--- src/routerPkg.sv ---
package routerPkg;

	// Mesh coordinates of a node
	localparam int rowWidth = 2;
	localparam int columnWidth = 2;

	// Cache bank and payload sizes
	localparam int bankAddrWidth = 6;
	localparam int dataWidth = 16;

	// Four neighbour outputs plus the local cache bank
	localparam int portCount = 5;

	// Bit positions within a port mask
	localparam int northPort = 0;
	localparam int southPort = 1;
	localparam int eastPort = 2;
	localparam int westPort = 3;
	localparam int localPort = 4;

	// Rows grow southward, columns grow eastward
	typedef logic [rowWidth-1:0] rowAddrT;
	typedef logic [columnWidth-1:0] columnAddrT;

	// Node address, row in the upper bits and column in the lower bits
	typedef logic [rowWidth+columnWidth-1:0] netAddrT;

	typedef logic [bankAddrWidth-1:0] bankAddrT;
	typedef logic [dataWidth-1:0] dataT;

	// One bit per output, indexed by the port positions above
	typedef logic [portCount-1:0] portMaskT;

	// Target node plus the address inside that node's bank
	typedef struct packed {
		netAddrT node;
		bankAddrT bank;
	} destAddrT;

	// Packet is valid when read or write is set
	typedef struct packed {
		destAddrT destination;
		netAddrT requester;
		logic read;
		logic write;
		dataT data;
	} packetT;

endpackage

--- src/inputStage.sv ---
`timescale 1ns/1ps

module inputStage (
	input logic clk,
	input logic reset,
	input routerPkg::netAddrT localAddress,
	input routerPkg::packetT packetIn,
	output routerPkg::packetT bufferedPacket,
	output routerPkg::portMaskT portSelect
);

	import routerPkg::*;

	// Split addresses into mesh coordinates
	rowAddrT localRow;
	columnAddrT localColumn;
	rowAddrT destRow;
	columnAddrT destColumn;

	logic packetValid;
	logic isLocal;
	portMaskT nextSelect;

	assign localRow = localAddress[columnWidth +: rowWidth];
	assign localColumn = localAddress[columnWidth-1:0];
	assign destRow = packetIn.destination.node[columnWidth +: rowWidth];
	assign destColumn = packetIn.destination.node[columnWidth-1:0];

	assign packetValid = packetIn.read | packetIn.write;
	assign isLocal = (packetIn.destination.node == localAddress);

	// Row first, then column
	always_comb begin
		nextSelect = '0;
		if (packetValid) begin
			if (isLocal) begin
				nextSelect[localPort] = 1'b1;
			end else if (destRow > localRow) begin
				nextSelect[southPort] = 1'b1;
			end else if (destRow < localRow) begin
				nextSelect[northPort] = 1'b1;
			end else if (destColumn > localColumn) begin
				// Right row already, move along it
				nextSelect[eastPort] = 1'b1;
			end else if (destColumn < localColumn) begin
				nextSelect[westPort] = 1'b1;
			end
		end
	end

	// Packet and its selection leave together after one cycle
	always_ff @(posedge clk) begin
		if (reset) begin
			bufferedPacket <= '0;
			portSelect <= '0;
		end else begin
			bufferedPacket <= packetIn;
			portSelect <= nextSelect;
		end
	end

endmodule

--- src/outputArbiter.sv ---
`timescale 1ns/1ps

module outputArbiter (
	input logic clk,
	input logic reset,
	input logic [3:0] requests,
	input routerPkg::packetT [3:0] candidates,
	output routerPkg::packetT packetOut,
	output logic contentionError
);

	import routerPkg::*;

	// Number of inputs asking for this output
	logic [2:0] requestCount;
	logic [1:0] grantIndex;
	logic singleRequest;
	logic multipleRequests;
	packetT selectedPacket;

	// Request order is north, south, east, west
	always_comb begin
		requestCount = '0;
		grantIndex = '0;
		for (int i = 0; i < 4; i++) begin
			if (requests[i]) begin
				requestCount = requestCount + 3'd1;
				grantIndex = i[1:0];
			end
		end
	end

	assign singleRequest = (requestCount == 3'd1);
	assign multipleRequests = (requestCount > 3'd1);

	// Only meaningful when exactly one input asks
	assign selectedPacket = candidates[grantIndex];

	always_ff @(posedge clk) begin
		if (reset) begin
			packetOut <= '0;
			contentionError <= 1'b0;
		end else if (singleRequest) begin
			packetOut <= selectedPacket;
			contentionError <= 1'b0;
		end else begin
			// Idle or contention, the packets are dropped
			packetOut.read <= 1'b0;
			packetOut.write <= 1'b0;
			contentionError <= multipleRequests;
		end
	end

endmodule

--- src/meshRouter.sv ---
`timescale 1ns/1ps

module meshRouter (
	input logic clk,
	input logic reset,
	input routerPkg::netAddrT localAddress,

	input routerPkg::packetT northIn,
	input routerPkg::packetT southIn,
	input routerPkg::packetT eastIn,
	input routerPkg::packetT westIn,

	output routerPkg::packetT northOut,
	output routerPkg::packetT southOut,
	output routerPkg::packetT eastOut,
	output routerPkg::packetT westOut,

	// Cache bank port
	output routerPkg::bankAddrT cacheAddress,
	output routerPkg::dataT cacheDataIn,
	output logic memRead,
	output logic memWrite,

	output routerPkg::portMaskT contentionError
);

	import routerPkg::*;

	// Registered packets and selections, indexed by input port
	packetT [3:0] bufferedPackets;
	portMaskT [3:0] portSelects;

	// Select bits regrouped per output
	logic [portCount-1:0][3:0] outputRequests;
	packetT [portCount-1:0] arbiterPackets;

	inputStage inNorth (
		.clk(clk),
		.reset(reset),
		.localAddress(localAddress),
		.packetIn(northIn),
		.bufferedPacket(bufferedPackets[northPort]),
		.portSelect(portSelects[northPort])
	);

	inputStage inSouth (
		.clk(clk),
		.reset(reset),
		.localAddress(localAddress),
		.packetIn(southIn),
		.bufferedPacket(bufferedPackets[southPort]),
		.portSelect(portSelects[southPort])
	);

	inputStage inEast (
		.clk(clk),
		.reset(reset),
		.localAddress(localAddress),
		.packetIn(eastIn),
		.bufferedPacket(bufferedPackets[eastPort]),
		.portSelect(portSelects[eastPort])
	);

	inputStage inWest (
		.clk(clk),
		.reset(reset),
		.localAddress(localAddress),
		.packetIn(westIn),
		.bufferedPacket(bufferedPackets[westPort]),
		.portSelect(portSelects[westPort])
	);

	// One arbiter per output, local cache included
	for (genvar p = 0; p < portCount; p++) begin : gOutput
		// Transpose select masks into this output's request vector
		for (genvar s = 0; s < 4; s++) begin : gGather
			assign outputRequests[p][s] = portSelects[s][p];
		end

		outputArbiter arbiter (
			.clk(clk),
			.reset(reset),
			.requests(outputRequests[p]),
			.candidates(bufferedPackets),
			.packetOut(arbiterPackets[p]),
			.contentionError(contentionError[p])
		);
	end

	assign northOut = arbiterPackets[northPort];
	assign southOut = arbiterPackets[southPort];
	assign eastOut = arbiterPackets[eastPort];
	assign westOut = arbiterPackets[westPort];

	// Local packet drives the cache bank directly
	assign cacheAddress = arbiterPackets[localPort].destination.bank;
	assign cacheDataIn = arbiterPackets[localPort].data;
	assign memRead = arbiterPackets[localPort].read;
	assign memWrite = arbiterPackets[localPort].write;

endmodule

--- config.mk ---
export PLATFORM = sky130hd
export DESIGN_NAME = meshRouter
export DESIGN_NICKNAME = d
export VERILOG_FILES = /design/src/routerPkg.sv /design/src/inputStage.sv /design/src/outputArbiter.sv /design/src/meshRouter.sv
export SDC_FILE = /design/constraint.sdc
export NUM_CORES = 1
export LEC_CHECK = 0
export ABC_AREA = 1
export BUFFER_PORTS_ARGS = -buffer_cell sky130_fd_sc_hd__buf_4
export CAP_MARGIN = 20
export CELL_PAD_IN_SITES_DETAIL_PLACEMENT = 1
export CELL_PAD_IN_SITES_GLOBAL_PLACEMENT = 2
export CORE_MARGIN = 2
export CORE_UTILIZATION = 30
export CTS_CLUSTER_DIAMETER = 200
export DETAILED_ROUTE_END_ITERATION = 10
export PLACE_DENSITY = 0.78
export SETUP_SLACK_MARGIN = 0.02
export SYNTH_ARGS = -nofsm -noshare
export SYNTH_HDL_FRONTEND = slang
export SYNTH_SLANG_ARGS = --single-unit
--- constraint.sdc ---
create_clock -name clk -period 3.2 [get_ports clk]
set_input_delay 0 -clock clk [delete_from_list [all_inputs] [get_ports clk]]
set_output_delay 0 -clock clk [all_outputs]
set_load 0.01 [all_outputs]
# ---- Yosys cells after proc, flatten, opt, wreduce, memory -nomap -nowiden
# Index checks and enable logic that the tools add are counted.
dict set report word_totals {
  rom_bits 0
  in_bits 134
  latch_bits 0
  regBits 305
  elab_cells 235
  mem_bits_rw 0
  n_memories 0
  output_inout_bits 157
}
dict set report op_classes {
  n_shift 0
  div_mod_pow 0
  reduce_logical 30
  muxes 65
  n_lt_le_gt_ge 26
  n_bitwise 13
  n_mul 0
  eq_ne 9
  addsub 15
}
# op n
set ops {}
lappend ops {{$bmux 32 s2} 5}
lappend ops {{$mux 32} 4}
lappend ops {{$mux 3} 15}
lappend ops {{$add 3x1->3 const B} 10}
lappend ops {{$mux 1} 30}
lappend ops {{$mux 28} 1}
lappend ops {{$reduce_or 2->1} 14}
lappend ops {{$reduce_or 6->1} 4}
lappend ops {{$mux 2} 10}
lappend ops {{$reduce_or 5->1} 4}
lappend ops {{$eq 4x4->1} 4}
lappend ops {{$gt 2x2->1} 8}
lappend ops {{$lt 2x2->1} 8}
lappend ops {{$reduce_or 4->1} 4}
lappend ops {{$eq 3x1->1 const B} 5}
lappend ops {{$gt 3x1->1 const B} 5}
lappend ops {{$lt 2x3->1 const B} 5}
lappend ops {{$reduce_or 3->1} 4}
lappend ops {{$add 1x1->2 const B} 5}
lappend ops {{$not 1->1} 9}
lappend ops {{$or 1x1->1} 4}

# ---- Depth between registers and ports, before layout
# Gate-level depths: netlist (run 1).
dict set report logic_depth {
  word_depth 10
  depth_mapped 17
  ltp_nobuf 15
}

# ---- Cells and area by module
# A second synthesis (run 1) with hierarchy kept.
dict set report unflattened {
  hier_cells 2667
  hier_area_um2 16728.5
}
# mod cells_per_inst area_per_inst_um2 seq_area_each_um2 n_inst
set modules_own_cells {}
lappend modules_own_cells {outputArbiter 427 2414.8 660.6 5}
lappend modules_own_cells {inputStage 133 1163.6 740.7 4}

# ---- Worst setup path before layout (run 1)
# OpenSTA, ideal clock, no wires.
dict set report synth_timing {
  path_type {flip-flop to flip-flop}
  startpoint {register inSouth.portSelect[4]}
  endpoint {register gOutput[4].arbiter.packetOut[15] (netlist bit)}
  path_buffers 2
  setup_ps 59
  arrival_time_ps 2328
  path_stages_with_launch 16
  synth_period_minus_slack_ps 2387
  path_slack_ps 813
  required_ps 3141
  path_cell_list {dfxtp_1 -> inv_1 -> clkbuf_1 -> ha_1 -> inv_1 -> nand2_1 -> nand2_1 -> inv_1 -> ha_1 -> or2_1 -> nand2_1 -> nand2_1 -> nor2_2 -> buf_4 -> nand3_1 -> nand2_1}
}
dict set report synth_between {
  elab_chain_len 6
  word_cells_on_any_way 11
  cone_classes {add/sub: 2; eq/ne: 1; mux: 8}
}
# element line_no
set synth_lines {}
lappend synth_lines {{start, declared} inputStage.sv:9} ;# output routerPkg::portMaskT portSelect
lappend synth_lines {{start signal, assigned} inputStage.sv:58} ;# portSelect <= nextSelect;
lappend synth_lines {{$mux 3} outputArbiter.sv:26} ;# if (requests[i]) begin
lappend synth_lines {{$add 3x1->3} outputArbiter.sv:27} ;# requestCount = requestCount + 3'd1;
lappend synth_lines {{$mux 3} outputArbiter.sv:26}
lappend synth_lines {{$add 3x1->3} outputArbiter.sv:27}
lappend synth_lines {{$mux 3} outputArbiter.sv:26}
lappend synth_lines {{$eq 3x1->1} outputArbiter.sv:33} ;# assign singleRequest = (requestCount == 3'd1);
lappend synth_lines {{end signal, assigned} outputArbiter.sv:44} ;# packetOut <= selectedPacket;
lappend synth_lines {{end, declared} outputArbiter.sv:8} ;# output routerPkg::packetT packetOut,
# Several ways; a longest one is shown, not always the timed one. The select of a mux whose other input is x is not followed.
# A chain may end at the register's enable or synchronous reset.

# ---- Worst setup path in the final report (run 1)
dict set report layout_timing {
  startpoint {register inSouth.portSelect[3]}
  endpoint {register gOutput[3].arbiter.packetOut[18] (netlist bit)}
}
dict set report layout_between {
  elab_chain_len 6
  word_cells_on_any_way 11
  cone_classes {add/sub: 2; eq/ne: 1; mux: 8}
}
# element line_no
set layout_lines {}
lappend layout_lines {{$mux 3} outputArbiter.sv:26}
lappend layout_lines {{$add 3x1->3} outputArbiter.sv:27}
lappend layout_lines {{$mux 3} outputArbiter.sv:26}
lappend layout_lines {{$add 3x1->3} outputArbiter.sv:27}
lappend layout_lines {{$mux 3} outputArbiter.sv:26}
lappend layout_lines {{$eq 3x1->1} outputArbiter.sv:33}
lappend layout_lines {{end signal, assigned} outputArbiter.sv:44}
lappend layout_lines {{end, declared} outputArbiter.sv:8}
# Several ways; a longest one is shown, not always the timed one. The select of a mux whose other input is x is not followed.

==> qor.csv, run 1 <==
stage;metric;value;unit
synth;Post-synth top flop;dfxtp_1;
synth;Post-Syn Instances;2309;
setup_path;WP data required;3700;ps
detailed_routing;# DRC;0;
place;GPL Wtd Cong;0.869;
finish;P&R area growth vs syn;36.8;%
synth;Synth Register Bits;305;
finish;Layout Nets;2857;
sta;Max Clk Rate;372;MHz
sta;Relative slew margins;26.1;%
detailed_routing;final WL;74000;microns
clock_tree;CTS Sinks;305;
setup_path;WS Path Type;reg -> reg;
synth;Post-Syn Area;15300;sq um
detailed_routing;wire per inst;21.8;microns
synth;Synth area leaders;dfxtp_1, o21ai_0, nand3_1, a21oi_1, nand2_1;
setup_path;kind of cell adding the most delay to the critical path;simple AND/OR/NAND/NOR gates;
sta;final setup vio count;0;
setup_path;r2r setup slk;510;ps
floorplan;Die Ht;230;microns
synth;most common cell in the netlist;nand2_1;
power_and_ir_drop;clock share of power;37.8;%
synth;syn nets;2474;
synth;Avg Cell Area, Syn;6.62;sq um
clock_tree;clock root buffer;clkbuf_16;
synth;Synth Warn #;0;
global_routing;GRT Util Overall;27.5;%
sta;Setup TNS;0;ps
setup_path;CP startpoint kind;register;
finish;final-layout fill cell count;6342;
finish;layout cells sized above 1;15.9;%
synth;Synth async-reset ratio;0;%
sta;fin crit share;84.1;%
setup_path;worst r2r path cells;13;
power_and_ir_drop;Pint;7.51;mW
floorplan;Initial Util;30.4;%
global_routing;GR Overflow Total;0;
global_routing;largest net degree at the start of global routing;110;
finish;post-route insts no fill;3389;
global_routing;initial antenna violation count;0;
power_and_ir_drop;Leakage;10.7;nW
synth;area leader, netlist;dfxtp_1;
sta;worst hold slack;27.9;ps
setup_path;worst r2r dst;gOutput[3].arbiter.packetOut[18];
synth;Synth top area share;39.9;%
setup_path;Arrival @ worst endpoint;3190;ps
min_path;hold depth;2;
sta;worst clock skew;20.2;ps
clock_tree;Worst-Skew Late Latency;560;ps
min_path;hold path start;reset;
power_and_ir_drop;Logic pwr share;23.2;%
setup_path;WP buf/inv;3;
power_and_ir_drop;maximum vdd drop;0.000283;V
flow_run;maxcap violations;0;
setup_path;Crit. End Element;register;
place;dpl hpwl;50900;microns
floorplan;# rows;82;
synth;Synth top cells by count;nand2_1, o21ai_0, nand3_1;
clock_tree;TritonCTS clock tree;yes;
clock_tree;H-Tree Level Count;2;
sta;Tightest Pin Transition;1110;ps
clock_tree;CTS buffer count;36;
synth;Post-synth EDFFs;0;
detailed_routing;post-route ant nets;0;
floorplan;die area;52800;sq um
clock_tree;Reg clk slew, reported paths;60;ps
synth;share of the yosys chip area belonging to registers;39.9;%
power_and_ir_drop;sw frac;32.5;%
sta;minimum clock period;2690;ps
power_and_ir_drop;Power Dens Cells;531;nW/um^2
setup_path;critical path cell sequence;inv_1, ha_1, inv_1, nand2_1, nand2_1, ha_1, or2_2, nand2_1, nand2_1, nor2_2, buf_4, nand3_1, nand2_1;
sta;Final Hold Viols;0;
power_and_ir_drop;NetSw;3.61;mW
detailed_routing;total number of vias;17574;
clock_tree;largest buffer count on any clock path;3;
setup_path;CP max stage delay;490;ps
synth;synth unique cells;22;
sta;unrepaired setup endpoints after global routing;no;
detailed_routing;vias per inst;5.19;
setup_path;most used cell, CP;nand2_1;
global_routing;number of global-route vias before repair;18128;
status;status;finished clean;
detailed_routing;initial drt markers;1143;
sta;Max Slew Vio Count;0;
floorplan;Die X;230;microns
floorplan;Ports;291;
clock_tree;postcts setup bufs;0;
setup_path;Crit Path Max Fanout;20;
min_path;worst min path class;in -> reg;
min_path;end of the worst hold path;inNorth.bufferedPacket[17];
detailed_routing;drt pass-1 iters;5;
place;Inst Count DP;3161;
setup_path;CP max stage cell;dfxtp_1;
setup_path;Worst R2R Start;inSouth.portSelect[3];
power_and_ir_drop;sequential group share of total power;39.0;%
place;IO Port Bufs;290;
floorplan;core area;50300;sq um
global_routing;global-route wire length before repair;112000;microns
==> worst max-delay path by stage <==
stage | startpoint | endpoint | slack, ps | cells past startpoint
after floorplan | inSouth.portSelect[4] | gOutput[4].arbiter.packetOut[15] | 810 | 15
after global placement | inSouth.portSelect[3] | gOutput[3].arbiter.packetOut[20] | 700 | 13
after detailed placement | inSouth.portSelect[3] | gOutput[3].arbiter.packetOut[18] | 550 | 13
after CTS | inSouth.portSelect[3] | gOutput[3].arbiter.packetOut[18] | 560 | 13
after global routing | inSouth.portSelect[3] | gOutput[3].arbiter.packetOut[22] | 350 | 13
final | inSouth.portSelect[3] | gOutput[3].arbiter.packetOut[18] | 510 | 13
==> through the flow <==
| step | util, % | power (mW) | instance area (sq um) | setup slack [ps] |
|---|---|---|---|---|
| final | 41.6 | 11.1 | 20900 | 510 |
| after global routing | 41.6 | 11.6 | 20900 | 352 |
| after CTS | 41.6 | 11.2 | 20900 | 558 |
| after detailed placement | 36.0 | 6.80 | 18100 | 547 |
| after global placement | 36.0 | 6.76 | 18100 | 704 |
| after floorplan | - | 5.61 | 15300 | 813 |
==> final cells by class <==
cell class	count	area, sq um	area share, %
clock inverters	8	70.1	0.335
multi-input cells	1570	7460	35.6
flip-flops and latches	305	6110	29.2
inverters	266	1010	4.81
well taps	672	841	4.02
clock buffers	54	1120	5.35
diodes	1	2.50	0.0120
repair buffers	513	4320	20.6
==> repair_timing <==
| action | CTS | global route |
|---|---|---|
| endpoints found under the setup margin | 0 | 0 |
| hold endpoints to repair | 147 | 0 |
| gates resized for setup | 0 | 0 |
| hold buffers | 164 | 0 |
==> placed cells by master, fill, tap and decap left out, drive strengths merged <==
cell / n
nand2: 400
buf: 349
o21ai: 318
nand3: 307
a21oi: 306
dfxtp: 305
inv: 266
nor2: 183
dlygate4sd3: 164
clkbuf: 54
ha: 31
nor3: 8
clkinv: 5
or2: 5
o21bai: 4
nor4: 4
nand4: 2
and3: 2
clkinvlp: 2
diode: 1
bufinv: 1
==> registers in the layout, summed over array words and instances (netlist names) <==
signal and count:
inWest.bufferedPacket 32, gOutput.arbiter.contentionError 5, inWest.portSelect 5, inNorth.portSelect 5
inEast.portSelect 5, inNorth.bufferedPacket 32, inSouth.portSelect 5, inSouth.bufferedPacket 32
gOutput.arbiter.packetOut 152, inEast.bufferedPacket 32
==> power by group through the flow <==
stage               Combinational, mW  Sequential [mW]  Clock [mW]
finish                           2.58             4.34        4.20
global route                     2.82             4.36        4.40
CTS                              2.55             4.34        4.27
detailed placement               2.39             4.42           0
global placement                 2.35             4.41           0
floorplan                        1.26             4.35           0
==> cell families (layout without fill, tap and decap cells) <==
logic type      after synthesis  in the layout  share of synthesized area (%)
compound gates              628            628                           20.7
fa+ha+maj                    31             31                           2.54
buf+inv                     434            841                           11.5
flops                       305            305                           39.9
other cells                   0              1                              0
simple gates                911            911                           25.3
==> metal layers <==
layer	vias to the layer above	routed length, microns	track usage [%]
li1	8308	-	-
met1	8522	32300	35.9
met2	614	34800	46.4
met3	130	4470	3.82
met4	0	2420	9.48
met5	-	0	0
Power figures use the tool's default switching activity.
==> run 2, diff against run 1 <==
Clock period 3.2 ns to 2.8 ns, I/O delays scaled along.
==> run 2 against run 1 <==
Compared with the run above: first-iteration DRC count increased by 8.0%; clock skew increased by 4.7 ps; worst setup slack got worse by 290 ps; utilization hardly changed; clock power is 24% higher; combinational power grew 16%; design area about the same; hold slack better by 20 ps; non-clock buffer count fell by 16; largest power group is now the clock network; critical path type unchanged; critical endpoint is now gOutput[4].arbiter.packetOut[15]; global-route usage rose by 0.42 points.
==> qor.csv, run 2 (same netlist as run 1, synthesis figures left out) <==
stage;metric;value;unit;change
sta;Setup TNS;0;ps;unchanged
clock_tree;postcts setup bufs;0;;unchanged
status;status;finished clean;;
sta;fin crit share;92.1;%;+8.0 points
detailed_routing;final WL;75000;microns;+1.4%
floorplan;die area;52800;sq um;unchanged
floorplan;# rows;82;;unchanged
sta;Final Hold Viols;0;;unchanged
floorplan;Ports;291;;unchanged
place;GPL Wtd Cong;0.878;;+0.99%
setup_path;WP buf/inv;3;;unchanged
finish;Layout Nets;2843;;-0.49%
setup_path;kind of cell adding the most delay to the critical path;simple AND/OR/NAND/NOR gates;;
sta;Relative slew margins;44.1;%;+18 points
finish;commonest non-fill, non-tap cell in the layout;nand2_1;;
floorplan;Die Ht;230;microns;unchanged
clock_tree;CTS Sinks;305;;unchanged
setup_path;WS Path Type;reg -> reg;;
setup_path;CP max stage delay;410;ps;-80 ps
global_routing;largest net degree at the start of global routing;117;;+6.4%
clock_tree;largest buffer count on any clock path;3;;unchanged
setup_path;Worst R2R Start;inSouth.portSelect[4];;
min_path;worst min path class;in -> reg;;
sta;final setup vio count;0;;unchanged
detailed_routing;post-route ant nets;0;;unchanged
global_routing;initial antenna violation count;2;;+2
power_and_ir_drop;maximum vdd drop;0.000364;V;+28%
global_routing;global-route wire length before repair;113000;microns;+1.6%
flow_run;maxcap violations;0;;unchanged
global_routing;number of global-route vias before repair;18539;;+2.3%
sta;unrepaired setup endpoints after global routing;yes;;
clock_tree;H-Tree Level Count;2;;unchanged
clock_tree;clock root buffer;clkbuf_16;;
sta;Tightest Pin Transition;839;ps;-266 ps
finish;most frequent cells in the layout;nand2_1, buf_4, o21ai_0;;
clock_tree;Reg clk slew, reported paths;60;ps;about the same
sta;Max Clk Rate;388;MHz;+4.3%
clock_tree;Worst-Skew Late Latency;570;ps;about the same
setup_path;Crit. End Element;register;;
floorplan;core area;50300;sq um;unchanged
power_and_ir_drop;Leakage;10.7;nW;-0.16%
finish;layout cells sized above 1;16.7;%;+0.79 points
detailed_routing;initial drt markers;1235;;+8.0%
setup_path;CP max stage cell;dfxtp_2;;
setup_path;critical path depth;13;;unchanged
setup_path;worst r2r path cells;13;;unchanged
place;IO Port Bufs;290;;unchanged
sta;minimum clock period;2580;ps;-111 ps
clock_tree;CTS buffer count;38;;+5.6%
sta;Max Slew Vio Count;0;;unchanged
detailed_routing;drt pass-1 iters;5;;unchanged
setup_path;critical path cell sequence;inv_1, ha_1, nand2_1, nand2_1, inv_1, ha_1, or2_1, nand2_1, nand2_1, nor2_2, buf_4, nand3_1, nand2_1;;
floorplan;Initial Util;30.4;%;unchanged
setup_path;Crit Path Max Fanout;14;;-30%
setup_path;Setup crit end;gOutput[4].arbiter.packetOut[15];;
finish;max reg flops;152;;unchanged
clock_tree;TritonCTS clock tree;yes;;
floorplan;Die X;230;microns;unchanged
finish;Antenna diodes;0;;-1
setup_path;WP data required;3310;ps;-390 ps
setup_path;worst r2r dst;gOutput[4].arbiter.packetOut[15];;
detailed_routing;wire per inst;22.2;microns;+1.7%
detailed_routing;total number of vias;17697;;+0.70%
setup_path;Arrival @ worst endpoint;3080;ps;-110 ps
place;Inst Count DP;3172;;+0.35%
setup_path;most used cell, CP;nand2_1;;
finish;P&R area growth vs syn;36.8;%;about the same
global_routing;GR Overflow Total;0;;unchanged
setup_path;CP startpoint kind;register;;
finish;Top reg by flops;gOutput.arbiter.packetOut;;
finish;post-route insts no fill;3380;;-0.27%
power_and_ir_drop;Power Dens Cells;628;nW/um^2;+18%
place;dpl hpwl;51300;microns;+0.74%
detailed_routing;vias per inst;5.24;;+0.97%
setup_path;r2r setup slk;220;ps;-290 ps
sta;worst clock skew;24.9;ps;+4.69 ps
detailed_routing;# DRC;0;;unchanged
setup_path;Setup crit start;inSouth.portSelect[4];;
global_routing;GRT Util Overall;27.9;%;+0.42 points
## run 2: worst min-delay path: stages
cell,delay [ps]
buf_4,190
nor2_1,110
nor2_1,150
nor4_1,90
## run 2: routing by layer
layer | vias to the layer above | part of all wire, % | track usage [%]
li1 | 8283 | - | -
met1 | 8681 | 45 | 36.7
met2 | 604 | 47 | 47.1
met3 | 125 | 5.7 | 3.87
met4 | 4 | 3.0 | 9.27
met5 | - | 0.020 | 0
## run 2: worst min-delay path by stage
stage | from | endpoint | slack [ps] | cells past startpoint
finish | reset | inNorth.portSelect[4] | 50 | 4
global route | reset | inNorth.portSelect[4] | 110 | 4
CTS | reset | inNorth.portSelect[4] | 40 | 4
detailed placement | westIn[1] | inWest.bufferedPacket[1] | 210 | 3
global placement | southIn[11] | inSouth.bufferedPacket[11] | 200 | 3
floorplan | reset | inSouth.bufferedPacket[17] | 80 | 1
## run 2: per-stage QoR
stage | hold WS, ps | setup WS (ps) | total power, mW | util, % | cell area, sq um
after floorplan | 82.3 | 413 | 6.41 | - | 15300
after global routing | 114 | 14.5 | 13.7 | 41.6 | 20900
after detailed placement | 209 | 150 | 7.84 | 36.2 | 18200
after CTS | 37.7 | 133 | 13.2 | 41.6 | 20900
final | 48.2 | 222 | 13.1 | 41.6 | 20900
after global placement | 204 | 184 | 7.78 | 36.2 | 18200
## run 2: cell type report
cell class	instances	area, sq um
clock buffers	49	1110
clock inverters	21	210
fillers	6339	29300
inverters	266	1010
multi-input cells	1570	7460
flip-flops and latches	305	6110
well taps	672	841
repair buffers	497	4190
## run 2: timing repair
action                                  4_1_cts  5_1_grt
gates resized for setup                       0        2
endpoints found under the hold margin       146        0
endpoints found under the setup margin        0       21
hold buffers                                138        0
## run 2: where the power goes
part | switching [mW] | internal (mW) | leakage [nW]
registers | 0.303 | 4.65 | 2.51
clock network | 2.10 | 3.09 | 0.643
logic | 1.90 | 1.10 | 7.50
total | 4.31 | 8.84 | 10.7
